<file path="src/verilog/gpuPkg.sv">
//****************************************
// gpuPkg
// register map, pixel and coordinate types,
// fill command and frame buffer write
//****************************************
`default_nettype none

package gpuPkg;

    typedef logic [23:0] pixelT;    // RGB888, red in high byte
    typedef logic [15:0] coordT;
    typedef logic [15:0] spanLenT;
    typedef logic [15:0] fbAddrT;   // linear index within one bank
    typedef logic [2:0]  regAddrT;  // byte address / 4
    typedef logic [31:0] regWordT;

    localparam regAddrT regXPos   = 3'd0;
    localparam regAddrT regYPos   = 3'd1;
    localparam regAddrT regPixel  = 3'd2;
    localparam regAddrT regLen    = 3'd3;
    localparam regAddrT regCtrl   = 3'd4;  // bit 0 = start
    localparam regAddrT regStatus = 3'd5;  // read-only, busy and displayed bank
    localparam regAddrT regBank   = 3'd6;  // requested display bank

    typedef struct packed {
        coordT   x;
        coordT   y;
        pixelT   color;
        spanLenT len;
    } fillCmdT;

    typedef struct packed {
        logic   we;
        logic   bank;
        fbAddrT addr;
        pixelT  color;
    } fbWriteT;

endpackage

`default_nettype wire

</file>
<file path="src/verilog/gpuControl.sv">
//****************************************
// gpuControl
// AXI4-Lite slave and register file, issues
// fill starts and swaps the displayed bank
//****************************************
`timescale 1ns/1ps
`default_nettype none

module gpuControl
(
    input  logic              clk,
    input  logic              rstn,
    input  logic              awvalid,
    output logic              awready,
    input  logic [31:0]       awaddr,
    input  logic              wvalid,
    output logic              wready,
    input  gpuPkg::regWordT   wdata,
    input  logic [3:0]        wstrb,
    output logic              bvalid,
    input  logic              bready,
    output logic [1:0]        bresp,
    input  logic              arvalid,
    output logic              arready,
    input  logic [31:0]       araddr,
    output logic              rvalid,
    input  logic              rready,
    output gpuPkg::regWordT   rdata,
    output logic [1:0]        rresp,
    output gpuPkg::fillCmdT   fillCmd,
    output logic              start,
    input  logic              busy,
    input  logic              frameStart,
    output logic              backBank,
    output logic              displayBank
);

    gpuPkg::regWordT xPos;
    gpuPkg::regWordT yPos;
    gpuPkg::regWordT pixel;
    gpuPkg::regWordT len;
    gpuPkg::regWordT bankReq;
    gpuPkg::regWordT rdMux;
    gpuPkg::regAddrT wrIdx;
    gpuPkg::regAddrT rdIdx;
    logic            wrAccept;
    logic            rdAccept;
    logic            wrInMap;
    logic            rdInMap;

    function automatic gpuPkg::regWordT mergeBytes(gpuPkg::regWordT old,
                                                   gpuPkg::regWordT data,
                                                   logic [3:0] strb);
        gpuPkg::regWordT merged;
        merged = old;
        for (int i = 0; i < 4; i++)
        begin
            if (strb[i])
                merged[8*i +: 8] = data[8*i +: 8];
        end
        return merged;
    endfunction

    assign wrAccept = awvalid && wvalid && !bvalid;
    assign rdAccept = arvalid && !rvalid;
    assign awready  = wrAccept;
    assign wready   = wrAccept;
    assign arready  = rdAccept;
    assign bresp    = 2'b00;    // always OKAY
    assign rresp    = 2'b00;

    assign wrIdx   = awaddr[4:2];
    assign rdIdx   = araddr[4:2];
    assign wrInMap = (awaddr[31:5] == '0);   // only the first 8 words decode
    assign rdInMap = (araddr[31:5] == '0);

    always_ff @(posedge clk or negedge rstn)
    begin
        if (!rstn)
        begin
            bvalid      <= 1'b0;
            rvalid      <= 1'b0;
            start       <= 1'b0;
            displayBank <= 1'b0;
            xPos        <= '0;
            yPos        <= '0;
            pixel       <= '0;
            len         <= '0;
            bankReq     <= '0;
        end
        else
        begin
            if (wrAccept)
                bvalid <= 1'b1;
            else if (bready)
                bvalid <= 1'b0;

            if (rdAccept)
                rvalid <= 1'b1;
            else if (rready)
                rvalid <= 1'b0;

            // start pulse, dropped while a span is running
            start <= wrAccept && wrInMap && (wrIdx == gpuPkg::regCtrl) &&
                     wstrb[0] && wdata[0] && !busy;

            if (wrAccept && wrInMap)
            begin
                case (wrIdx)
                    gpuPkg::regXPos:  xPos    <= mergeBytes(xPos, wdata, wstrb);
                    gpuPkg::regYPos:  yPos    <= mergeBytes(yPos, wdata, wstrb);
                    gpuPkg::regPixel: pixel   <= mergeBytes(pixel, wdata, wstrb);
                    gpuPkg::regLen:   len     <= mergeBytes(len, wdata, wstrb);
                    gpuPkg::regBank:  bankReq <= mergeBytes(bankReq, wdata, wstrb);
                    default: ;
                endcase
            end

            if (frameStart)
                displayBank <= bankReq[0];  // swap only between frames
        end
    end

    always_comb
    begin
        rdMux = '0;
        if (rdInMap)
        begin
            case (rdIdx)
                gpuPkg::regXPos:   rdMux = xPos;
                gpuPkg::regYPos:   rdMux = yPos;
                gpuPkg::regPixel:  rdMux = pixel;
                gpuPkg::regLen:    rdMux = len;
                gpuPkg::regStatus: rdMux = {30'b0, displayBank, busy};
                gpuPkg::regBank:   rdMux = bankReq;
                default:           rdMux = '0;
            endcase
        end
    end

    always_ff @(posedge clk)
    begin
        if (rdAccept)
            rdata <= rdMux;   // held until rready
    end

    always_comb
    begin
        fillCmd.x     = xPos[15:0];
        fillCmd.y     = yPos[15:0];
        fillCmd.color = pixel[23:0];
        fillCmd.len   = len[15:0];
    end

    assign backBank = !displayBank;

endmodule

`default_nettype wire

</file>
<file path="config.mk">
export PLATFORM = sky130hd
export DESIGN_NAME = gpuControl
export DESIGN_NICKNAME = d
export VERILOG_FILES = /design/src/verilog/gpuPkg.sv /design/src/verilog/gpuControl.sv
export SDC_FILE = /design/constraint.sdc
export NUM_CORES = 1
export LEC_CHECK = 0
export BUFFER_PORTS_ARGS = -buffer_cell sky130_fd_sc_hd__buf_2
export CORE_AREA = 10 10 200 202
export CTS_CLUSTER_DIAMETER = 150
export DETAILED_ROUTE_END_ITERATION = 16
export DIE_AREA = 0 0 210 212
export PLACE_DENSITY = 0.49
export SLEW_MARGIN = 40
export SYNTH_ARGS = -nofsm -noshare
export SYNTH_HDL_FRONTEND = slang
export SYNTH_SLANG_ARGS = --single-unit
</file>
<file path="constraint.sdc">
create_clock -name clk -period 2.6 [get_ports clk]
set_input_delay 0.52 -clock clk [delete_from_list [all_inputs] [get_ports clk]]
set_output_delay 0.52 -clock clk [all_outputs]
set_load 0.05 [all_outputs]
</file>
Word level (Yosys, flattened, before mapping)

Cells that the tools add are included.

Register bits: 196
Output and inout bits: 116
Bits of input ports: 109
Word-level logic and storage cells: 78

Reduce and logical (&&, ||, !) cells: 38
Mux-type cells: 5
Eq/ne operators: 10

Operator list:

| cell                 | count |
|---|---|
| $pmux W32 S6         | 1 |
| $reduce_and A3 Y1    | 20 |
| $logic_not A27 Y1    | 2 |
| $eq A3 B2 Y1 const B | 4 |
| $eq A3 B3 Y1 const B | 4 |
| $logic_and A1 B1 Y1  | 8 |
| $eq A3 B1 Y1 const B | 2 |
| $logic_not A3 Y1     | 2 |
| $logic_not A1 Y1     | 4 |
| $mux W1              | 4 |
| $reduce_bool A2 Y1   | 2 |

Logic depth before layout (Yosys ltp)

Depth after elaboration: 7
Gate-level depth with buffers: 7

Worst setup path after synthesis

OpenSTA, ideal clock, no wires.

Kind: register to output
Start point: reg rvalid
End point: out arready
Cell stages (with the launch flop): 2
Arrival time: 2,727 ps
Setup slack: -647 ps
Path through: dfrtp_1 -> nor2b_1

Longest elaborated chain between the ends: 2

Ends and longest elaborated chain:

| what                     | RTL line          | RTL |
|---|---|---|
| start: declaration       | gpuControl.sv:26  | `output logic rvalid,` |
| start signal: assignment | gpuControl.sv:82  | `rvalid <= 1'b0;` |
| start signal: assignment | gpuControl.sv:99  | `rvalid <= 1'b1;` |
| start signal: assignment | gpuControl.sv:101 | `rvalid <= 1'b0;` |
| $logic_not A1 Y1         | gpuControl.sv:65  | `assign rdAccept = arvalid && !rvalid;` |
| $logic_and A1 B1 Y1      | gpuControl.sv:65  |  |
| end: declaration         | gpuControl.sv:24  | `output logic arready,` |

No other way between the ends.

Final worst setup path

Start point: reg bvalid
End point: reg bankReq[19]

Longest elaborated chain between the ends: 4

Ends and longest elaborated chain:

| what                               | RTL line          | RTL |
|---|---|---|
| start: declaration                 | gpuControl.sv:20  | `output logic bvalid,` |
| start signal: assignment           | gpuControl.sv:81  | `bvalid <= 1'b0;` |
| start signal: assignment           | gpuControl.sv:94  | `bvalid <= 1'b1;` |
| start signal: assignment           | gpuControl.sv:96  | `bvalid <= 1'b0;` |
| $logic_not A1 Y1                   | gpuControl.sv:64  | `assign wrAccept = awvalid && wvalid && !bvalid;` |
| $logic_and A1 B1 Y1                | gpuControl.sv:64  |  |
| $logic_and A1 B1 Y1                | gpuControl.sv:107 | `if (wrAccept && wrInMap)` |
| $reduce_and A3 Y1 (no source line) | -                 |  |
| end signal: assignment             | gpuControl.sv:114 | `gpuPkg::regBank: bankReq <= mergeBytes(bankReq, wdata, wstrb);` |
| end: declaration                   | gpuControl.sv:42  | `gpuPkg::regWordT bankReq;` |

No other way between the ends.
A chain may end at the register's enable or synchronous reset.

==> impl_metrics.tcl <==
set metrics [dict create \
    critPathCaptureType "flop" \
    ant_nets 0 \
    routabilityCongestion 0.798 \
    num_vias 6057 \
    yosysTopAreaCellShare_pct 43.0 \
    cts-root-buf "clkbuf_16" \
    cts_hold_buffers 0 \
    cpLargestDelayFamily "simple AND/OR/NAND/NOR gates" \
    setup_viol 0 \
    dr.pass1.iters 4 \
    slew_headroom_pct 57.5 \
    ir_drop_mv 0.450 \
    p_int_uw 4790 \
    ys_seq_area_share_pct 53.0 \
    wl_met1_mm 12.5 \
    synthCells 681 \
    htreeDepth 4 \
    place_area_um2 11200 \
    rr_endpoint "bankReq[19]" \
    die_area_um2 44500 \
    r2r_slack_ps 620 \
    grt_pass1_wl_mm 42.7 \
    die_y_um 212 \
    cts.path.max_buffers 2 \
    switchingPower_uw 1700 \
    antenna_found_initial 3 \
    fin_crit_sh_pct 76.2 \
    design_area_um2 11800 \
    wl_met2_mm 13.5 \
    place_hpwl_mm 20.2 \
    worstPathMaxFanout 21 \
    cpMaxStageDelayCell "dfrtp_1" \
    synthFlopType "dfrtp_1" \
    power_density_nw_per_um2 549 \
    rsz0062_at_grt "no" \
    highest_layer "met5" \
    cp.arrival_ps 2310 \
    crit_chain "and3b_2, nand4_1, buf_12, nor4_4, buf_12, mux2_2" \
    yosysTopAreaCell "dfrtp_1" \
    fp-row-count 70 \
    cts_tree "done" \
    fmax_mhz 505 \
    remaining_drc_errors 0 \
    grt_max_degree 61 \
    drv_cap 0 \
    reg2reg_from "bvalid" \
    cp_num_cells 6 \
    track_usage_pct 12.8 \
    io_buffers 216 \
    cts_buffers 17 \
    start_util_pct 26.5 \
    p_leak_uw 0.00569 \
    period_needed_ps 1980 \
    worstSetupPathType "flop to flop" \
    critPathBufInv 2 \
    fin_util_pct 32.7 \
    final.setup.tns_ps 0 \
    met3_length_mm 1.45 \
    post_cts_resized 0 \
    outcome "completed" \
    drive_above_1_share_pct 57.0 \
    via_per_inst 4.51 \
    yosys_warnings 0 \
    clk_latency_ps 450 \
    synth-seq-cells 196 \
    routed_wl_mm 27.9 \
    cp-start-kind "flop" \
    cts.reportedPaths.clkPinSlew_ps 80 \
    grt_overflow 0 \
    async_flop_share_pct 83.7 \
    cts_setup_buffers 0 \
    synth.avg_cell_area_um2 14.0 \
    grt_pass1_vias 6587 \
    worstPathRequired_ps 2930 \
    reg2reg_depth 6 \
    routedWlPerCell_um 20.8 \
    synth-edff-count 32 \
    cts_sinks 196 \
    p_clk_share_pct 42.7 \
    ios 225 \
    synth.area.top_cells "dfrtp_1, mux2_2, edfxtp_1" \
    fin_worst_skew_ps 13.8 \
    power_frac_comb_pct 8.5 \
    nNetsFinal 971 \
    drv_slew 0 \
    hold_viol_final 0 \
    crit_path_frequent_cell "buf_12" \
    cpPeakStageDelay_ps 390 \
    crit_start "bvalid" \
    drt_iter0_markers 220 \
    power_frac_seq_pct 48.8 \
    fin_cells 1344 \
    synthToLayoutAreaGrowth_pct 23.6 \
    ys_types 33 \
    hold_class "primary input to async pin" \
    worstMarginPinSlew_ps 637 \
    syn-cell-area_um2 9550 \
    sw_frac_of_total_pct 26.2 \
    endpoint "bankReq[19]" \
    core_region_area_um2 36100 \
    die_w_um 210 \
    placedCellCount 1311 \
]
## per-stage QoR
stage,setup WS [ps],power (uW),hold slack [ps]
5_1_grt,489,6770,98.1
3_3_place_gp,200,3790,480
6_report,619,6480,77.9
4_1_cts,584,6610,70.1
3_5_place_dp,98.5,3790,489
2_1_floorplan,77.3,3500,224
## cells in the final DEF (no fill, tap or decap), drive strengths merged, types with 15 or more instances in the layout
| master | n |
|---|---|
| mux2 | 160 |
| nor3 | 16 |
| edfxtp | 32 |
| a211oi | 15 |
| a21oi | 18 |
| clkbuf | 19 |
| mux4 | 19 |
| nor2 | 34 |
| nor2b | 20 |
| buf | 264 |
| dfrtp | 164 |
| mux2i | 26 |
| nor4 | 32 |
## cells in the mapped netlist, types with 2 or more instances
library cell  count
dfrtp_1         164
mux2_2          160
buf_4            79
nor2_1           34
edfxtp_1         32
mux2i_1          26
nor2b_1          20
nor4_4           20
clkbuf_1         19
mux4_2           19
a21oi_1          18
nor3_1           16
a211oi_1         15
o21a_1           13
nor4_1           12
buf_2             5
clkinv_1          4
nand4_1           3
a22oi_1           2
and2_1            2
buf_1             2
inv_1             2
nand3b_1          2
or3_1             2
or3b_2            2
## registers in the layout, indices dropped and copies added, names as in the netlist, 32 cells and up
signal / count
bankReq: 32
len: 32
pixel: 32
rdata: 32
xPos: 32
yPos: 32
## final cells by class
class | count | area, um2
Antenna cell | 1 | 2.50
Clock buffer | 19 | 443
Clock inverter | 13 | 160
Fill cell | 3657 | 24300
Inverter | 6 | 22.5
Multi-Input combinational cell | 377 | 3790
Sequential cell | 196 | 5060
Tap cell | 468 | 586
Timing Repair Buffer | 264 | 1740
## per-layer routing
layer | GRT usage [%] | vias to the layer above
li1 | - | 2789
met1 | 16.2 | 3092
met2 | 21.0 | 146
met3 | 3.36 | 26
met4 | 3.72 | 4
met5 | 0 | -
## power by group through the flow
stage               logic [uW]  clock network, uW  registers, uW
floorplan                  158                  0           3340
global placement           565                  0           3230
detailed placement         565                  0           3230
CTS                        567               2880           3160
global route               598               3000           3170
finish                     549               2770           3160
## worst min path at each step
stage | start | end | slack, ps | depth (start not counted)
detailed placement | bvalid | bvalid | 490 | 1
floorplan | rstn | bankReq[0] | 220 | 0
finish | rstn | pixel[7] | 80 | 1
CTS | rstn | pixel[7] | 70 | 1
global placement | bvalid | bvalid | 480 | 1
global route | rstn | pixel[7] | 100 | 1
## worst register-to-register path, delay by kind of cell (launching register included)
| family | cells | cell delay [ps] |
|---|---|---|
| and+or+nand+nor | 3 | 740 |
| DFF | 1 | 390 |
| muxes | 1 | 340 |
| buffers and inverters | 2 | 400 |
## cell families (layout without fill, tap and decap cells)
kind of cell / Yosys count / count (layout) / share of synthesized area, %
AOI/OAI and AO/OA: 51 / 51 / 3.52
buffers and inverters: 111 / 302 / 7.53
DFF: 196 / 196 / 53.0
muxes: 205 / 205 / 26.1
other: 1 / 5 / 0.0393
and+or+nand+nor: 117 / 117 / 9.80
No activity file was read; power rests on OpenSTA's default activity.
