<file path="src/verilog/gpuPkg.sv">
//****************************************
// gpuPkg
// register map, pixel and coordinate types,
// fill command and frame buffer write
//****************************************
`default_nettype none

package gpuPkg;

    typedef logic [23:0] pixelT;    // RGB888, red in high byte
    typedef logic [15:0] coordT;
    typedef logic [15:0] spanLenT;
    typedef logic [15:0] fbAddrT;   // linear index within one bank
    typedef logic [2:0]  regAddrT;  // byte address / 4
    typedef logic [31:0] regWordT;

    localparam regAddrT regXPos   = 3'd0;
    localparam regAddrT regYPos   = 3'd1;
    localparam regAddrT regPixel  = 3'd2;
    localparam regAddrT regLen    = 3'd3;
    localparam regAddrT regCtrl   = 3'd4;  // bit 0 = start
    localparam regAddrT regStatus = 3'd5;  // read-only, busy and displayed bank
    localparam regAddrT regBank   = 3'd6;  // requested display bank

    typedef struct packed {
        coordT   x;
        coordT   y;
        pixelT   color;
        spanLenT len;
    } fillCmdT;

    typedef struct packed {
        logic   we;
        logic   bank;
        fbAddrT addr;
        pixelT  color;
    } fbWriteT;

endpackage

`default_nettype wire

</file>
<file path="src/verilog/videoPkg.sv">
//****************************************
// videoPkg
// scan counters and video output stream
//****************************************
`default_nettype none

package videoPkg;

    typedef logic [11:0] scanPosT;

    typedef struct packed {
        logic          de;
        logic          hsync;       // high in horizontal blanking
        logic          vsync;       // high in vertical blanking
        logic          frameStart;  // marks first pixel of a frame
        gpuPkg::pixelT rgb;
    } videoOutT;

endpackage

`default_nettype wire

</file>
<file path="src/verilog/videoScan.sv">
//****************************************
// videoScan
// scan timing, pixel fetch and output stream
//****************************************
`timescale 1ns/1ps
`default_nettype none

module videoScan
#(
    parameter int hDisp  = 16,
    parameter int vDisp  = 8,
    parameter int hBlank = 4,
    parameter int vBlank = 2
)
(
    input  logic               clk,
    input  logic               rstn,
    input  logic               displayBank,
    output logic               frameStart,
    output logic               rdBank,
    output gpuPkg::fbAddrT     rdAddr,
    input  gpuPkg::pixelT      rdData,
    output videoPkg::videoOutT video
);

    localparam videoPkg::scanPosT hLast   = videoPkg::scanPosT'(hDisp + hBlank - 1);
    localparam videoPkg::scanPosT vLast   = videoPkg::scanPosT'(vDisp + vBlank - 1);
    localparam videoPkg::scanPosT hActive = videoPkg::scanPosT'(hDisp);
    localparam videoPkg::scanPosT vActive = videoPkg::scanPosT'(vDisp);

    videoPkg::scanPosT hCnt;
    videoPkg::scanPosT vCnt;
    logic              active;
    logic              firstPix;
    logic              deD;         // stage aligned with rdData
    logic              hsyncD;
    logic              vsyncD;
    logic              firstPixD;

    always_ff @(posedge clk or negedge rstn)
    begin
        if (!rstn)
        begin
            hCnt <= '0;
            vCnt <= '0;
        end
        else if (hCnt == hLast)
        begin
            hCnt <= '0;
            vCnt <= (vCnt == vLast) ? '0 : vCnt + 1'b1;
        end
        else
        begin
            hCnt <= hCnt + 1'b1;
        end
    end

    assign active   = (hCnt < hActive) && (vCnt < vActive);
    assign firstPix = (hCnt == '0) && (vCnt == '0);

    // pulses on the last cycle of a frame so the bank switch lands on pixel 0
    assign frameStart = (hCnt == hLast) && (vCnt == vLast);

    assign rdBank = displayBank;
    assign rdAddr = active ? gpuPkg::fbAddrT'(32'(vCnt) * 32'(hDisp) + 32'(hCnt)) : '0;

    always_ff @(posedge clk or negedge rstn)
    begin
        if (!rstn)
        begin
            deD       <= 1'b0;
            hsyncD    <= 1'b0;
            vsyncD    <= 1'b0;
            firstPixD <= 1'b0;
            video     <= '0;
        end
        else
        begin
            deD       <= active;
            hsyncD    <= (hCnt >= hActive);
            vsyncD    <= (vCnt >= vActive);
            firstPixD <= firstPix;

            video.de         <= deD;
            video.hsync      <= hsyncD;
            video.vsync      <= vsyncD;
            video.frameStart <= firstPixD;
            video.rgb        <= deD ? rdData : '0;   // black in blanking
        end
    end

endmodule

`default_nettype wire
</file>
<file path="config.mk">
export PLATFORM = sky130hd
export DESIGN_NAME = videoScan
export DESIGN_NICKNAME = d
export VERILOG_FILES = /design/src/verilog/gpuPkg.sv /design/src/verilog/videoPkg.sv /design/src/verilog/videoScan.sv
export SDC_FILE = /design/constraint.sdc
export NUM_CORES = 1
export LEC_CHECK = 0
export BUFFER_PORTS_ARGS = -buffer_cell sky130_fd_sc_hd__buf_4
export CELL_PAD_IN_SITES_DETAIL_PLACEMENT = 0
export CELL_PAD_IN_SITES_GLOBAL_PLACEMENT = 1
export CORE_UTILIZATION = 34
export CTS_BUF_LIST = sky130_fd_sc_hd__clkbuf_2 sky130_fd_sc_hd__clkbuf_4 sky130_fd_sc_hd__clkbuf_8
export CTS_CLUSTER_SIZE = 20
export DETAILED_ROUTE_END_ITERATION = 12
export GPL_ROUTABILITY_DRIVEN = 0
export PLACE_DENSITY_LB_ADDON = 0.3
export SKIP_LAST_GASP = 1
export SLEW_MARGIN = 20
export SYNTH_ARGS = -nofsm -noshare
export SYNTH_HDL_FRONTEND = slang
export SYNTH_SLANG_ARGS = --single-unit
</file>
<file path="constraint.sdc">
create_clock -name clk -period 2.8 [get_ports clk]
set_input_delay 0.56 -clock clk [delete_from_list [all_inputs] [get_ports clk]]
set_output_delay 0.56 -clock clk [all_outputs]
set_load 0.05 [all_outputs]
</file>
**Word level (Yosys, flattened, before mapping)**

Cells that the tools add are included.

- Memories kept: 0
- Input port bits: 27
- Bits in registers: 56
- Bits in latches: 0
- Memory bits (writable): 0
- ROM bits: 0

- Equality and inequality tests: 2
- Bitwise gates (word level): 0
- Add/sub/neg operators: 3
- Muxes and demuxes: 4
- Div/mod/pow operators: 0
- Multipliers: 0
- $lt $le $gt $ge: 4
- Reduce and logical (&&, ||, !) cells: 5
- Shift operators: 0

Operators by type and width:

| kind | number |
|---|---|
| adder 12 x 1 -> 12 bit, second input constant | 2 |
| zero test 12 bit | 2 |
| two-way mux 12 bit | 2 |
| two-way mux 24 bit | 1 |
| adder 16 x 12 -> 16 bit | 1 |
| two-way mux 16 bit | 1 |
| equality test 12 x 4 -> 1 bit, second input constant | 1 |
| equality test 12 x 5 -> 1 bit, second input constant | 1 |
| >= comparator 12 x 4 -> 1 bit, second input constant | 1 |
| >= comparator 12 x 5 -> 1 bit, second input constant | 1 |
| less-than comparator 12 x 4 -> 1 bit, second input constant | 1 |
| less-than comparator 12 x 5 -> 1 bit, second input constant | 1 |
| logical AND 1 bit | 3 |

**Logic depth before layout (Yosys ltp)**

Gate-level depths: netlist (run 1).

- Depth in word-level cells: 3
- Mapped depth: 7
- Depth with buffers taken out: 7

**Least setup slack after synthesis (run 1)**

Ideal clock, no wire load.

- Path type: register -> output
- Start point: register hCnt[8]
- End point: output rdAddr[12]
- Data arrival time: 2.612 ns
- Path buffers: 1
- Cell stages (with the launch flop): 6
- Setup slack: -0.372 ns
- Path through: dfrtp_1 or4_4 or3_4 or3_1 buf_6 a21oi_1

- Word-level cells in the longest chain between the ends: 3

RTL lines:

| item | RTL line | RTL |
|---|---|---|
| start: declaration | videoScan.sv:31 | `videoPkg::scanPosT hCnt;` |
| start signal: assignment | videoScan.sv:54 | `hCnt <= hCnt + 1'b1;` |
| branches (longest 2 deep; another with adder 16 x 12 -> 16 bit) | n/a |  |
| two-way mux 16 bit * | videoScan.sv:65 | `assign rdAddr = active ? gpuPkg::fbAddrT'(32'(vCnt) * 32'(hDisp) + 32'(hCnt)) : '0;` |
| end: declaration | videoScan.sv:21 | `output gpuPkg::fbAddrT rdAddr,` |

Every way passes the cells marked *.

**Worst setup path in the final report (run 1)**

- Start point: register hCnt[11]
- End point: output rdAddr[8]

- Word-level cells in the longest chain between the ends: 3

RTL lines:

| item | RTL line | RTL |
|---|---|---|
| less-than comparator 12 x 5 -> 1 bit | videoScan.sv:58 | `assign active = (hCnt < hActive) && (vCnt < vActive);` |
| logical AND 1 bit | videoScan.sv:58 |  |
| via active | videoScan.sv:33 | `logic active;` |
| two-way mux 16 bit | videoScan.sv:65 |  |

The timed path passes the listed nets, and every way through them passes these cells.

==> impl_results.md, run 1 <==
- CTS tree: yes
- Final nets: 374
- Synth Cell Area: 2650 sq um
- Syn Inst Count: roughly 240
- Final worst slack: -0.266 ns
- Rows: 31
- Layout fillers: 690
- Root buffer cell: clkbuf_8
- Largest cells by area after synthesis: dfrtp_1 53%, and2_1 6.4%, ha_1 6.1%
- DRC viols: 0
- Worst slew pin tran: 0.684 ns
- Register bit total from synthesis: 56
- Area grow syn2layout: 37.6%
- Initial Util: 0.359
- CTS max path bufs: 2
- Core footprint: 7370 sq um
- Worst-path clk slew: 0.10 ns
- Cell Count, Final, Fillers Out: approximately 430
- Final core utilization: 0.494
- Vias/cell: between 4 and 5
- Worst path most repeated cell: or3_4
- Routed Antenna Nets: 0
- Startpoint types: flop
- TNS Setup: -2.73 ns
- Post-synthesis async set-or-reset flop share: 1.00
- Setup CP Type: flop to output port
- Setup violators final: 13
- Initial antenna violation count: 0
- Failing checks: negative setup slack
- Pre-CTS setup slack: -0.00601 ns
- Cell taking the most area after synthesis: dfrtp_1
- CP max stage delay: between 0.5 and 0.6 ns
- Top-area cell type share of the netlist area: 0.530
- DR WL/cell: 12.9 microns
- Worst endpoint data arrival time: 2.51 ns
- Vias: 2001
- Layout cells sized above 1: 0.371
- Multi-input logic area: 1210 sq um
- Max Clock Skew: 0.00837 ns
- Average cell area after synthesis: approximately 11 sq um
- Prevailing post-synth register cell: dfrtp_1
- H-tree depth: 2
- Max Fclk: ~0.33 GHz
- CP required: 2.24 ns
- Top Ports: 73
- 1st-iter DRT viols: 49
- Worst-path cell chain: or4_4 > or3_4 > or3_4 > buf_12 > clkinv_8 > and3_4 > buf_8
- Hold Crit Class: input port to asynchronous set/reset pin
- Vias in the first global route: roughly 1900
- PortBufs: 67
- Outcome: finished with violations
- Number of enable flip-flop cells after synthesis: 0
- RSZ-0062 raised after global routing: true
- Period utilization: 1.09
- Placement Cell Area: 3430 sq um
- Die width: 90.2 microns
- Endpoints failing hold: 0
- Grt ovf: 0
- # Max-Cap Violations: 0
- Tmin final: 3.07 ns
- Die ar.: 8140 sq um
- Max FO, Critical Path: 7
- Die H: about 90 microns
- Cells after DPL: 423
- Register Area: between 1000 and 1500 sq um
- CP Capture Type: output port
- First-pass GRT wire length: 9580 microns
- Slowest CP cell: or4_4
- Final Cell Area: roughly 3600 sq um
- Max Slew Vio Count: 0
- VDD IR-drop max: 230 uV
- Post-DP HPWL: 4210 microns
- Post-synthesis sequential area ratio: 0.530
- Leakage: 0.00173 uW
- Most frequent cells in the layout: 77 x buf_4, 56 x dfrtp_1, 26 x and2_1
- Netlist cell types: 44
- Tot GR Track Use: 0.149
- Drt first pass iters: 4
- Largest net degree at the start of global routing: 57
- Later-pin clock latency in the skew report: 0.31 ns
- Num CTS Buffers: 5
- Pwr dens: 390 nW/um^2
- Commonest non-fill, non-tap cell in the layout: buf_4
- Syn. warnings: 0
- Slew headroom: 0.544
- WL final: 5600 microns
- ANT cells: 0
- Clock sinks: 56
report_power, final:
part,total (uW),switching (uW),internal [uW]
clock,436,258,178
sequential,830,4.33,825
combinational,155,102,52.9
total,1420,364,1060
cells in the mapped netlist, drive strengths merged (5+ instances only):
| cell type | count |
|---|---|
| nor2 | 20 |
| inv | 9 |
| and2 | 30 |
| ha | 13 |
| buf | 5 |
| nand4 | 6 |
| clkbuf | 6 |
| xnor2 | 13 |
| dfrtp | 56 |
| nand3 | 10 |
| nand2 | 11 |
| o21ai | 13 |
| a21oi | 5 |
state kept, by name, summed over array words and instances, names as in the netlist:
signal     count
hsyncD         1
firstPixD      1
vsyncD         1
vCnt          12
deD            1
video         28
hCnt          12
metal layers:
metal	track usage	wire (microns)	up-vias
met1	0.208	2710	927
met2	0.225	2510	67
met3	0.0338	303	5
li1	-	-	1002
met5	0	0	-
met4	0.0578	78	0
path summary, 6_finish.rpt:
path | cells after the start | start | to | slack (ns)
max reg2reg | 6 | hCnt[11] | vCnt[11] | 0.48
min in group clk | 0 | vsyncD | video[25] | 0.36
min reg2reg | 0 | vsyncD | video[25] | 0.36
max in group asynchronous | 1 | rstn | video[25] | 2.06
min | 1 | rstn | hCnt[4] | 0.29
max | 7 | hCnt[11] | rdAddr[8] | -0.27
cells by family (layout without fill, tap and decap cells):
logic type      count (synthesis)  count (layout)  share of synthesized area
compound gates                 37              37                     0.0894
buf+inv                        20             109                     0.0388
flops                          56              56                      0.530
other cells                     1               3                    0.00142
mux                             1               1                    0.00426
xor+xnor                       15              15                     0.0497
simple gates                   99              99                      0.218
fa+ha+maj                      14              14                     0.0691
per-stage QoR:
stage,total power (uW),hold slack (ns)
finish,1420,0.293
global placement,1000,0.335
detailed placement,1000,0.338
global route,1490,0.337
CTS,1450,0.309
floorplan,938,0.264
what timing repair did:
action / 4_1_cts / 5_1_grt
resized for setup: 22 / 6
pin swaps: 1 / 1
hold buffers: 0 / 0
buffers inserted: 2 / 0
endpoints found under the setup margin: 13 / 13
worst max-delay path: cells and delay by family (launching register included):
family	cells	cell delay, ns
buffers and inverters	3	0.36
flip-flops	1	0.39
AND/OR/NAND/NOR	4	1.45
cell type report:
type	instances	area share
Multi-Input combinational cell	169	0.332
Clock inverter	3	0.00585
Sequential cell	56	0.385
Clock buffer	5	0.0189
Inverter	9	0.0127
Tap cell	99	0.0340
Timing Repair Buffer	92	0.212
Note: power is estimated with default switching activity, not from simulation.
==> run 2: changes to the inputs <==
Settings changed: PLACE_DENSITY from default to 0.71, PLACE_DENSITY_LB_ADDON 0.3 to default.
==> run 2 against run 1 <==
Effect of this change: the run still ends with negative setup slack left; flip-flop and latch count did not move; hold slack better by 0.0023 ns; combinational power is essentially flat; wire length increased by 3.5%; design area decreased by 1.3%; clock power is 3% higher; fmax rose by 0.72%; first-iteration DRC count rose by 59%; total power grew 0.92%; core utilization shrank 0.63 points; non-clock buffer count decreased by 5; die area unchanged; highest routed layer unchanged.
==> impl_results.md, run 2 (same netlist as run 1, synthesis figures left out) <==
- Outcome: finished with violations
- Failing checks: negative setup slack
- R2R setup slack: ~0.45 ns
- Hold-fix buffers at CTS: 0
- Tot GR Track Use: 0.149
- Later-pin clock latency in the skew report: slightly above 0.3 ns
- Die ar.: 8140 sq um
- Vias/cell: roughly 4.7
- Layout fillers: 712
- Final core utilization: 0.487
- Grt ovf: 0
- Area grow syn2layout: 35.8%
- Routed Antenna Nets: 0
- Final nets: approximately 370
- Worst r2r src: hCnt[11]
- Hold Crit Class: input port to asynchronous set/reset pin
- Max reg flops: 28
- Max Clock Skew: 0.00563 ns
- Busiest grt layer: met2
- Commonest non-fill, non-tap cell in the layout: buf_4
- Max FO, Critical Path: 6
- Clock sinks: 56
- Period utilization: 1.09
- Vias: 2005
- Final worst slack: -0.244 ns
- Register Area: about 1400 sq um
- DRC viols: 0
- Multi-input logic area: 1200 sq um
- Most frequent cells in the layout: 71 x buf_4, 56 x dfrtp_1, 26 x and2_1
- CTS tree: yes
- VDD IR-drop max: 210 uV
- Largest net degree at the start of global routing: 57
- DR WL/cell: between 10 and 15 microns
- Core footprint: 7370 sq um
- GR Util met3: 0.0372
- WL final: 5800 microns
- 1st-iter DRT viols: 78
- Met2 usage: 0.223
- Top Ports: 73
- Endpoints failing hold: 0
- PortBufs: 67
- Reg with most FFs: video
- Worst-path clk slew: 0.10 ns
- ANT cells: 0
- Rows: 31
- Drt first pass iters: 4
- Max Slew Vio Count: 0
- Pwr dens: 399 nW/um^2
- CP required: about 2.2 ns
- Regs by FF count: video x28, hCnt x12, vCnt x12
- Worst slew pin tran: 0.709 ns
- Num CTS Buffers: 5
- Root buffer cell: clkbuf_8
- Leakage: 0.00171 uW
- # Max-Cap Violations: 0
- Tmin final: 3.04 ns
- H-tree depth: 2
- CP Capture Type: output port
- Vias in the first global route: ~1900
- Die H: 90.2 microns
- R2r endpoint: vCnt[11]
- Die width: 90.2 microns
- Initial antenna violation count: 0
- RSZ-0062 raised after global routing: true
- Initial Util: 0.359
- Setup CP Type: flop to output port
- Layout cells sized above 1: 0.368
- Slew headroom: 0.527
- Worst endpoint data arrival time: 2.48 ns
- Met1 GRT Util: 0.216
- Setup violators final: 13
- R2r worst-path depth: 6
- Pre-CTS setup slack: approximately 0.05 ns
- First-pass GRT wire length: 9700 microns
- Max Fclk: 0.329 GHz
- Startpoint types: flop
- CTS max path bufs: 2
- Post-DP HPWL: 4230 microns
run 2: how the worst max path moves through the flow:
stage	depth (start not counted)	slack, ns	to	start
floorplan	5	-0.04	rdAddr[10]	hCnt[11]
global placement	7	0.05	rdAddr[8]	hCnt[11]
global route	6	-0.31	rdAddr[10]	hCnt[11]
detailed placement	7	0.05	rdAddr[8]	hCnt[11]
CTS	7	-0.25	rdAddr[8]	hCnt[11]
finish	7	-0.24	rdAddr[8]	hCnt[11]
run 2: routing by layer:
metal | part of all wire | vias to the layer above
met2 | 0.43 | 72
met5 | 0 | -
li1 | - | 993
met1 | 0.50 | 935
met3 | 0.052 | 5
met4 | 0.012 | 0
run 2: through the flow:
stage	TNS [ns]	power, uW	hold slack, ns	std cells	area (sq um)
floorplan	-0.0902	938	0.264	245	2680
global placement	0	1000	0.334	419	3390
detailed placement	0	1000	0.336	419	3390
CTS	-2.60	1450	0.316	427	3560
global route	-3.36	1500	0.337	428	3590
finish	-2.45	1430	0.295	428	3590
run 2: repair_timing:
item | 4_1_cts | 5_1_grt
setup buffers | 0 | 1
gates resized for setup | 22 | 10
pin swaps | 0 | 2
endpoints found under the setup margin | 14 | 14
run 2: layout make-up:
cell class              instances  share of cell area
inverters                       9              0.0115
flip-flops and latches         56               0.390
well taps                      99              0.0345
clock inverters                 3             0.00627
clock buffers                   5              0.0192
multi-input cells             169               0.335
repair buffers                 87               0.204
run 2: report_power, final:
part	switching (uW)	total (uW)	leakage, uW	internal (uW)
combinational	102	155	0.000958	52.9
sequential	4.47	830	0.000702	825
clock	268	448	0.0000485	180
run 2: worst max-delay path, cell delays in order, from the launching register on:
cell and delay (ns):
dfrtp_1 0.39, or4_4 0.53, or3_4 0.38, or3_4 0.35
buf_6 0.15, inv_8 0.07, and3_4 0.18, buf_8 0.14
