File: config.mk
export PLATFORM = sky130hd
export DESIGN_NAME = spanFill
export DESIGN_NICKNAME = d
export VERILOG_FILES = /design/src/verilog/gpuPkg.sv /design/src/verilog/spanFill.sv
export SDC_FILE = /design/constraint.sdc
export NUM_CORES = 1
export LEC_CHECK = 0
export BUFFER_PORTS_ARGS = -buffer_cell sky130_fd_sc_hd__clkbuf_2
export CAP_MARGIN = 30
export CORE_MARGIN = 2
export CORE_UTILIZATION = 30
export DETAILED_ROUTE_END_ITERATION = 16
export SLEW_MARGIN = 20
export SYNTH_ARGS = -nofsm -noshare
export SYNTH_HDL_FRONTEND = slang
export SYNTH_SLANG_ARGS = --single-unit
File: constraint.sdc
create_clock -name clk -period 2.3 [get_ports clk]
set_input_delay 0.575 -clock clk [delete_from_list [all_inputs] [get_ports clk]]
set_output_delay 0.575 -clock clk [all_outputs]
set_load 0.03 [all_outputs]
File: src/verilog/gpuPkg.sv
//****************************************
// gpuPkg
// register map, pixel and coordinate types,
// fill command and frame buffer write
//****************************************
`default_nettype none

package gpuPkg;

    typedef logic [23:0] pixelT;    // RGB888, red in high byte
    typedef logic [15:0] coordT;
    typedef logic [15:0] spanLenT;
    typedef logic [15:0] fbAddrT;   // linear index within one bank
    typedef logic [2:0]  regAddrT;  // byte address / 4
    typedef logic [31:0] regWordT;

    localparam regAddrT regXPos   = 3'd0;
    localparam regAddrT regYPos   = 3'd1;
    localparam regAddrT regPixel  = 3'd2;
    localparam regAddrT regLen    = 3'd3;
    localparam regAddrT regCtrl   = 3'd4;  // bit 0 = start
    localparam regAddrT regStatus = 3'd5;  // read-only, busy and displayed bank
    localparam regAddrT regBank   = 3'd6;  // requested display bank

    typedef struct packed {
        coordT   x;
        coordT   y;
        pixelT   color;
        spanLenT len;
    } fillCmdT;

    typedef struct packed {
        logic   we;
        logic   bank;
        fbAddrT addr;
        pixelT  color;
    } fbWriteT;

endpackage

`default_nettype wire

File: src/verilog/spanFill.sv
//****************************************
// spanFill
// walks a span and writes one pixel per clock
//****************************************
`timescale 1ns/1ps
`default_nettype none

module spanFill
#(
    parameter int hDisp = 16,
    parameter int vDisp = 8
)
(
    input  logic              clk,
    input  logic              rstn,
    input  gpuPkg::fillCmdT   fillCmd,
    input  logic              start,
    input  logic              backBank,
    output logic              busy,
    output gpuPkg::fbWriteT   fbWrite
);

    localparam gpuPkg::fbAddrT lastAddr = gpuPkg::fbAddrT'(hDisp * vDisp - 1);

    typedef enum logic {idle, run} stateT;

    stateT           state;
    gpuPkg::fbAddrT  addr;
    gpuPkg::spanLenT remain;
    gpuPkg::pixelT   color;
    logic            bank;
    logic            inRange;
    logic [31:0]     startAddr;
    logic            writeNow;
    logic            lastWrite;

    // wide so an off-screen start cannot wrap into the bank
    assign startAddr = 32'(fillCmd.y) * 32'(hDisp) + 32'(fillCmd.x);

    assign writeNow  = (state == run) && inRange && (remain != '0);
    assign lastWrite = (addr == lastAddr) || (remain == gpuPkg::spanLenT'(1));

    always_ff @(posedge clk or negedge rstn)
    begin
        if (!rstn)
        begin
            state   <= idle;
            addr    <= '0;
            remain  <= '0;
            inRange <= 1'b0;
        end
        else
        begin
            case (state)
                idle:
                begin
                    if (start)
                    begin
                        state   <= run;
                        addr    <= gpuPkg::fbAddrT'(startAddr);
                        remain  <= fillCmd.len;
                        inRange <= (startAddr <= 32'(lastAddr));
                    end
                end
                run:
                begin
                    if (writeNow)
                    begin
                        addr   <= addr + 1'b1;
                        remain <= remain - 1'b1;
                    end
                    if (!writeNow || lastWrite)
                        state <= idle;   // len 0 still costs one cycle
                end
                default: state <= idle;
            endcase
        end
    end

    always_ff @(posedge clk)
    begin
        if (start && (state == idle))
        begin
            color <= fillCmd.color;
            bank  <= backBank;
        end
    end

    assign busy = (state == run);

    always_comb
    begin
        fbWrite.we    = writeNow;
        fbWrite.bank  = bank;
        fbWrite.addr  = addr;
        fbWrite.color = color;
    end

endmodule

`default_nettype wire

* Yosys cells after proc, flatten, opt, wreduce, memory -nomap -nowiden
Index checks and enable logic that the tools add are counted.
** Word-level totals
- Register bits after elaboration :: 59
- Input bits :: 76
- Logic and storage cells :: 33
** Cells by class
- Reduce and logical (&&, ||, !) cells :: 9
- Eq/ne operators :: 4
- Order comparisons :: 1
- Multiplexer cells :: 9
- Bitwise operators :: 1
- Add/subtract/negate cells :: 3
** Operator list (count)
- $mux W16 :: 4
- $pmux W16 S2 :: 2
- $add A20 B16 Y21 :: 1
- $le A21 B7 Y1 const B :: 1
- $add A16 B1 Y16 const B :: 1
- $eq A16 B1 Y1 const B :: 1
- $eq A16 B7 Y1 const B :: 1
- $reduce_bool A16 Y1 :: 1
- $sub A16 B1 Y16 const B :: 1
- $reduce_and A2 Y1 :: 2
- $logic_and A1 B1 Y1 :: 3
- $logic_or A1 B1 Y1 :: 2
- $mux W1 :: 2
- $ne A2 B1 Y1 const B :: 1
- $ne A2 B2 Y1 const B :: 1
- $pmux W1 S2 :: 1
- $logic_not A1 Y1 :: 1
- $not A1 Y1 :: 1

* Logic depth before layout (Yosys ltp)
Gate-level depths: netlist (run 1).
- Depth after elaboration :: 6
- Depth in mapped cells :: 10
- Mapped depth without buffers :: 9

* Worst setup path before layout (run 1)
No wires, ideal clock.
- Kind :: input port to flip-flop
- Start :: in fillCmd[40] (netlist bit)
- End :: reg addr[14]
- Data arrival time :: 2.592 ns
- Buffers on the path :: 0
- Setup slack :: -0.413 ns
- Stages :: 9
- Cells stage by stage :: ha_1 > fa_1 > a211oi_1 > o21ai_0 > a41oi_1 > o21ai_0 > xnor2_1 > o32ai_1 > a22o_1
** Between the ends
- Longest elaborated chain between the ends :: 3
** RTL lines
- start: declaration :: RTL line spanFill.sv:16 : input gpuPkg::fillCmdT fillCmd,
- $add A20 B16 Y21 :: RTL line spanFill.sv:38 : assign startAddr = 32'(fillCmd.y) * 32'(hDisp) + 32'(fillCmd.x);
- $mux W16 :: RTL line spanFill.sv:57 : if (start)
- $pmux W16 S2 :: RTL line spanFill.sv:54 : case (state)
- end signal: assignment :: RTL line spanFill.sv:60 : addr <= gpuPkg::fbAddrT'(startAddr);
- end signal: assignment :: RTL line spanFill.sv:69 : addr <= addr + 1'b1;
- end: declaration :: RTL line spanFill.sv:28 : gpuPkg::fbAddrT addr;
No other way between the ends. The select of a mux whose other input is x is not followed.
A chain may end at the register's enable or synchronous reset.

==> flow_metrics.py, run 1 <==
metrics = {
    "routing": {
        "viasPerCell": 5.04,
        "drc": 0,
        "via_count": 3616,
        "drt_iter0_drc": 194,
        "ant_nets": 0,
        "wirelength_um": 10200,
        "wire_per_inst_um": 14.2,
        "drtPass1Iterations": 4,
    },
    "placed_design": {
        "place_congestion": 0.854,
        "io_buffers": 118,
        "place_inst": 688,
        "dpl.hpwl_um": 7600,
    },
    "power_and_ir_drop": {
        "powerDensity_nw_per_um2": 743,
        "p_total_uw": 3970,
        "power_leakage_uw": 0.00240,
        "peakVddDrop_uv": 628,
    },
    "cts": {
        "numCtsBuffers": 9,
        "numClockSinks": 59,
        "cts_buffer_depth": 2,
        "clk_pin_slew_worst_paths_ps": 50,
        "cts_root_buf": "clkbuf_16",
        "h-tree-depth": 3,
        "cts_tree": "yes",
        "hold_buffers": 0,
        "insertion_delay_ps": 330,
    },
    "global_routing": {
        "track_usage_pct": 16.0,
        "grt_pass1_wl_um": 16400,
        "grt_max_degree": 35,
        "grt_overflow_total": 0,
        "grt_pass1_vias": 3520,
        "antenna_found_initial": 0,
    },
    "sta": {
        "finalCriticalPeriod_ps": 2580,
        "worstMarginPinSlew_ps": 482,
        "skew_ps": 4.28,
        "fin_ws_ps": -282,
        "rsz0062_at_grt": "true",
        "timing.hold.ws_ps": 290,
        "max_freq_ghz": 0.387,
        "min_period_over_period_pct": 112,
        "finalHoldViolations": 0,
        "slew_headroom_pct": 67.8,
        "setup_viol": 26,
        "slew_viol_final": 0,
        "setup_tns_ps": -2140,
    },
    "critical_path": {
        "start_kind": "flop",
        "r2r_slack_ps": -170,
        "path_class": "reg2out",
        "worstPathMaxFanout": 2,
        "crit_chain": "or3_4 -> or3_4 -> o311ai_4 -> inv_4 -> buf_8",
        "crit_slowest_cell": "or3_4",
        "reg2reg_depth": 11,
        "cpMostUsedCell": "or3_4",
        "required_ps": 1730,
        "arrival_ps": 2010,
        "critPathMaxStageDelay_ps": 390,
        "critPathCaptureType": "output port",
    },
    "logic_synthesis": {
        "ys_top_cells_by_count": "a21oi_1, nand2_1, nor2_1",
        "synth_edf_count": 25,
        "syn_avg_cell_area_sq_um": 9.35,
        "yosys.area.top_type": "dfrtp_1",
        "syn_area_sq_um": 3520,
        "ys_async_sr_fraction_pct": 57.6,
        "synth_top_area_share_pct": 24.2,
        "synth_fp_nets": 468,
        "synth_area_leaders": "dfrtp_1, edfxtp_1, a21oi_1",
        "yosysSeqAreaShare_pct": 45.6,
        "synth_warnings": 0,
        "synth_cell_type_count": 58,
        "ys.flop_type": "dfrtp_1",
        "synth_cells": 376,
        "ys_ff_latch": 59,
    },
    "min_path": {
        "holdCritPathClass": "in2async",
    },
    "layout": {
        "final_layout_size_suffix_gt1_share_pct": 44.4,
        "fin_cells": 717,
        "nets": 661,
        "n_antenna_cell": 0,
        "n_fill_cell": 1114,
        "utilization_pct": 46.8,
        "areaGrowthSynthToFinish_pct": 52.0,
    },
    "outcome": {
        "status": "finished with violations",
        "violations": "negative setup slack",
    },
    "die": {
        "die_w_um": 112,
        "core_area_sq_um": 11400,
        "die_area_sq_um": 12600,
        "start_util_pct": 30.8,
        "rows": 39,
        "io_pins": 119,
        "fp.dieH_um": 112,
    },
    "flow_run": {
        "cap_violations": 0,
    },
}
power by group:
group          switching, uW  leakage, uW  internal (uW)
combinational            664      0.00161            513
sequential               152     0.000632           1250
clock                    457     0.000156            939
cell type report:
type	count	area, sq um	area share [%]
repair buffers	198	1230	23.1
multi-input cells	288	1970	36.8
clock inverters	6	80.1	1.50
inverters	13	55.1	1.03
flip-flops and latches	59	1600	30.0
well taps	143	179	3.35
clock buffers	10	229	4.28
cells by family (layout without fill, tap and decap cells):
logic type	Yosys count	after routing	synth area share (%)
xor gates and xnor gates	13	13	3.24
DFF	59	59	45.6
buffers and inverters	29	227	3.42
AOI/OAI and AO/OA	125	125	22.7
and+or+nand+nor	130	130	18.1
muxes	4	4	1.14
adders and majority gates	16	16	5.91
critical path: cells and delay by family (launching register included):
kind | cells | cell delay [ps]
AO/OA/AOI/OAI | 1 | 320
buffers and inverters | 2 | 210
flip-flops | 1 | 370
AND/OR/NAND/NOR | 2 | 780
worst paths after layout:
path	from	to
min reg2reg	addr[1]$_DFFE_PN0P_	addr[1]$_DFFE_PN0P_
min	rstn	remain[6]$_DFFE_PN0P_
max	remain[13]$_DFFE_PN0P_	fbWrite[41]
min in group clk	fillCmd[29]	color[13]$_DFFE_PP_
max reg2reg	remain[13]$_DFFE_PN0P_	remain[6]$_DFFE_PN0P_
max in group asynchronous	rstn	addr[2]$_DFFE_PN0P_
flip-flops by register name, summed over array words and instances (netlist names):
name and flops:
addr 16, color 24, busy 1, remain 16, bank 1, inRange 1
layout by cell type, fill, tap and decap left out, types with 3 or more instances in the layout:
| master | instances |
|---|---|
| a31oi_1 | 5 |
| a21oi_2 | 7 |
| or3_4 | 4 |
| a21o_1 | 5 |
| dfrtp_1 | 34 |
| nand3_1 | 11 |
| a21oi_1 | 33 |
| o21ai_1 | 8 |
| nor3_1 | 6 |
| nor2_1 | 36 |
| inv_1 | 10 |
| o21ai_0 | 21 |
| a211oi_2 | 4 |
| a211o_1 | 3 |
| xor2_1 | 3 |
| xnor2_1 | 9 |
| mux2i_1 | 4 |
| a22o_1 | 4 |
| nand4_1 | 6 |
| ha_1 | 13 |
| buf_6 | 3 |
| nor4_1 | 4 |
| o22ai_1 | 5 |
| clkinv_2 | 4 |
| buf_4 | 76 |
| edfxtp_1 | 25 |
| clkbuf_2 | 116 |
| nand2_1 | 40 |
| or2_2 | 3 |
| a211oi_1 | 7 |
| clkbuf_16 | 9 |
metrics by stage:
| stage | area, sq um | setup slack (ps) |
|---|---|---|
| global route | 5350 | -343 |
| detailed placement | 4770 | -405 |
| CTS | 5150 | -272 |
| floorplan | 3550 | -121 |
| finish | 5350 | -282 |
| global placement | 4770 | -297 |
timing repair:
| action | CTS | global route |
|---|---|---|
| pin swaps | 6 | 38 |
| buffers inserted | 5 | 11 |
| setup endpoints to repair | 12 | 30 |
| resized for setup | 10 | 34 |
per-layer routing:
layer	vias to the layer above	share of wire, %	global-route usage, %
met1	1654	43	20.5
met2	148	47	25.5
met3	15	8.3	4.16
met4	0	2.0	7.07
li1	1799	-	-
met5	-	0	0
(Power assumes the default switching activity.)
==> run 2, diff against run 1 <==
Settings changed: ABC_AREA set to 1.
==> run 2 against run 1 <==
  * The run now ends clean
  * Final cell count rose by 15%
  * Routed wire length rose by 3.4%
  * First-iteration DRC count rose by 20%
  * Total power fell by 6.0%
  * Critical path depth rose by 1
  * Cell area fell by 5.9%
  * Sequential power barely moved
  * Critical endpoint unchanged
  * Highest routed layer unchanged
==> flow_metrics.py, run 2 <==
metrics = {
    "outcome": {
        "status": "complete, no violations",
    },
    "logic_synthesis": {
        "syn_area_sq_um": 3880,
        "synth_area_leaders": "dfrtp_1, edfxtp_1, nand2_1",
        "synth_warnings": 0,
        "synth_edf_count": 25,
        "synth_cells": 521,
        "syn_avg_cell_area_sq_um": 7.46,
        "ys.flop_type": "dfrtp_1",
        "synth_top_area_share_pct": 21.9,
        "synth_fp_nets": 613,
        "yosys.area.top_type": "dfrtp_1",
        "yosysSeqAreaShare_pct": 41.2,
        "ys_ff_latch": 59,
        "synth_cell_type_count": 37,
        "ys_async_sr_fraction_pct": 57.6,
        "yosysMostFrequentCell": "nand2_1",
        "ys_top_cells_by_count": "nand2_1, inv_1, nor2_1",
    },
    "cts": {
        "clk_pin_slew_worst_paths_ps": 50,
        "cts_root_buf": "clkbuf_16",
        "insertion_delay_ps": 320,
        "h-tree-depth": 3,
        "numCtsBuffers": 9,
        "hold_buffers": 0,
        "cts_tree": "yes",
        "cts_buffer_depth": 2,
        "numClockSinks": 59,
    },
    "critical_path": {
        "critPathCaptureType": "output port",
        "start_kind": "flop",
        "r2r_slack_ps": 310,
        "arrival_ps": 1630,
        "cpMostUsedCell": "nor2_4",
        "required_ps": 1730,
        "worstPathMaxFanout": 5,
        "critPathMaxStageDelay_ps": 400,
        "crit-reg2reg-launch": "remain[0]$_DFFE_PN0P_",
        "reg2reg_to": "addr[5]$_DFFE_PN0P_",
        "crit_chain": "nor2_1 -> nand2_2 -> nor2_4 -> and2_4 -> nor2_4 -> clkbuf_8",
        "path_class": "reg2out",
        "reg2reg_depth": 11,
        "crit_slowest_cell": "dfrtp_1",
    },
    "routing": {
        "drc": 0,
        "drt_iter0_drc": 232,
        "drtPass1Iterations": 5,
        "via_count": 3874,
        "viasPerCell": 4.69,
        "wirelength_um": 10500,
        "wire_per_inst_um": 12.8,
        "ant_nets": 0,
    },
    "die": {
        "core_area_sq_um": 12600,
        "rows": 41,
        "die_area_sq_um": 13900,
        "fp.dieH_um": 118,
        "io_pins": 119,
        "die_w_um": 118,
        "start_util_pct": 30.8,
    },
    "sta": {
        "worstMarginPinSlew_ps": 468,
        "finalCriticalPeriod_ps": 2200,
        "rsz0062_at_grt": "false",
        "setup_viol": 0,
        "setup_tns_ps": 0,
        "fin_ws_ps": 99.9,
        "finalHoldViolations": 0,
        "skew_ps": 6.25,
        "min_period_over_period_pct": 95.7,
        "slew_headroom_pct": 68.8,
        "slew_viol_final": 0,
        "max_freq_ghz": 0.455,
    },
    "power_and_ir_drop": {
        "peakVddDrop_uv": 291,
        "power_leakage_uw": 0.00254,
        "powerDensity_nw_per_um2": 742,
    },
    "global_routing": {
        "grt_overflow_total": 0,
        "grt_max_degree": 47,
        "track_usage_pct": 15.5,
        "antenna_found_initial": 0,
        "grt_pass1_wl_um": 17600,
        "grt_pass1_vias": 3739,
    },
    "placed_design": {
        "io_buffers": 118,
        "pre_cts_slack_ps": 33.8,
        "dpl.hpwl_um": 8140,
        "place_congestion": 0.893,
    },
    "layout": {
        "nets": 741,
        "n_antenna_cell": 0,
        "largestRegisters": "color: 24 flops, addr: 16 flops, remain: 16 flops",
        "largest_reg_flops": 24,
        "n_fill_cell": 1334,
        "areaGrowthSynthToFinish_pct": 29.5,
        "largest_register": "color",
        "mostFrequentLayoutCell": "nand2_1",
        "final_cell_mix": "nand2_1, clkbuf_2, inv_1",
        "final_layout_size_suffix_gt1_share_pct": 24.3,
    },
    "flow_run": {
        "cap_violations": 0,
    },
    "min_path": {
        "holdCritPathClass": "in2async",
    },
}
run 2: layout make-up:
class	count	area, sq um	share of cell area (%)
multi-input combinational	375	1950	38.7
sequential	59	1600	31.8
timing repair buffer	132	704	14.0
inverter	72	270	5.37
clock buffer	9	225	4.48
tap	172	215	4.28
clock inverter	7	68.8	1.37
run 2: where the power goes:
group	switching [uW]	internal, uW
clock	480	833
sequential	138	1240
combinational	686	357
run 2: layer usage:
metal	vias up	global-route usage, %	share of wire, %
li1	1974	-	-
met1	1793	19.9	46
met2	100	26.7	48
met3	7	2.71	4.8
met4	0	4.29	0.68
met5	-	0	0
run 2: cell families after synthesis:
kind of cell	synth area share, %
AO/OA/AOI/OAI	12.4
XOR/XNOR	2.48
adder cells (fa/ha/maj)	5.35
buffers and inverters	9.08
flip-flops	41.2
AND/OR/NAND/NOR	29.5
run 2: worst max-delay path, delay by kind of cell (launching register included):
family | cells | cell delay (ps)
DFF | 1 | 400
buffers and inverters | 1 | 160
and+or+nand+nor | 5 | 740
run 2: what timing repair did:
action,in CTS,in global routing
resized for setup,2,3
setup buffers,1,1
setup endpoints to repair,1,1
pin swaps,0,1
run 2: worst max path at each step:
stage | from | to | cells after the start
floorplan | fillCmd[40] | inRange$_DFFE_PN0P_ | 14
global placement | fillCmd[40] | inRange$_DFFE_PN0P_ | 12
detailed placement | fillCmd[40] | inRange$_DFFE_PN0P_ | 14
CTS | remain[1]$_DFFE_PN0P_ | fbWrite[41] | 7
global route | remain[6]$_DFFE_PN0P_ | fbWrite[41] | 6
finish | remain[6]$_DFFE_PN0P_ | fbWrite[41] | 6
run 2: stage by stage:
| stage | instance area (sq um) | util, % | hold slack (ps) | power, uW | std cells |
|---|---|---|---|---|---|
| 6_report | 5030 | 39.9 | 123 | 3730 | 826 |
| 5_1_grt | 5030 | 39.9 | 133 | 3960 | 826 |
| 2_1_floorplan | 3880 | - | 279 | 2080 | 521 |
| 4_1_cts | 5010 | 39.7 | 125 | 3750 | 825 |
| 3_5_place_dp | 4700 | 37.2 | 475 | 2420 | 808 |
| 3_3_place_gp | 4700 | 37.2 | 466 | 2400 | 808 |
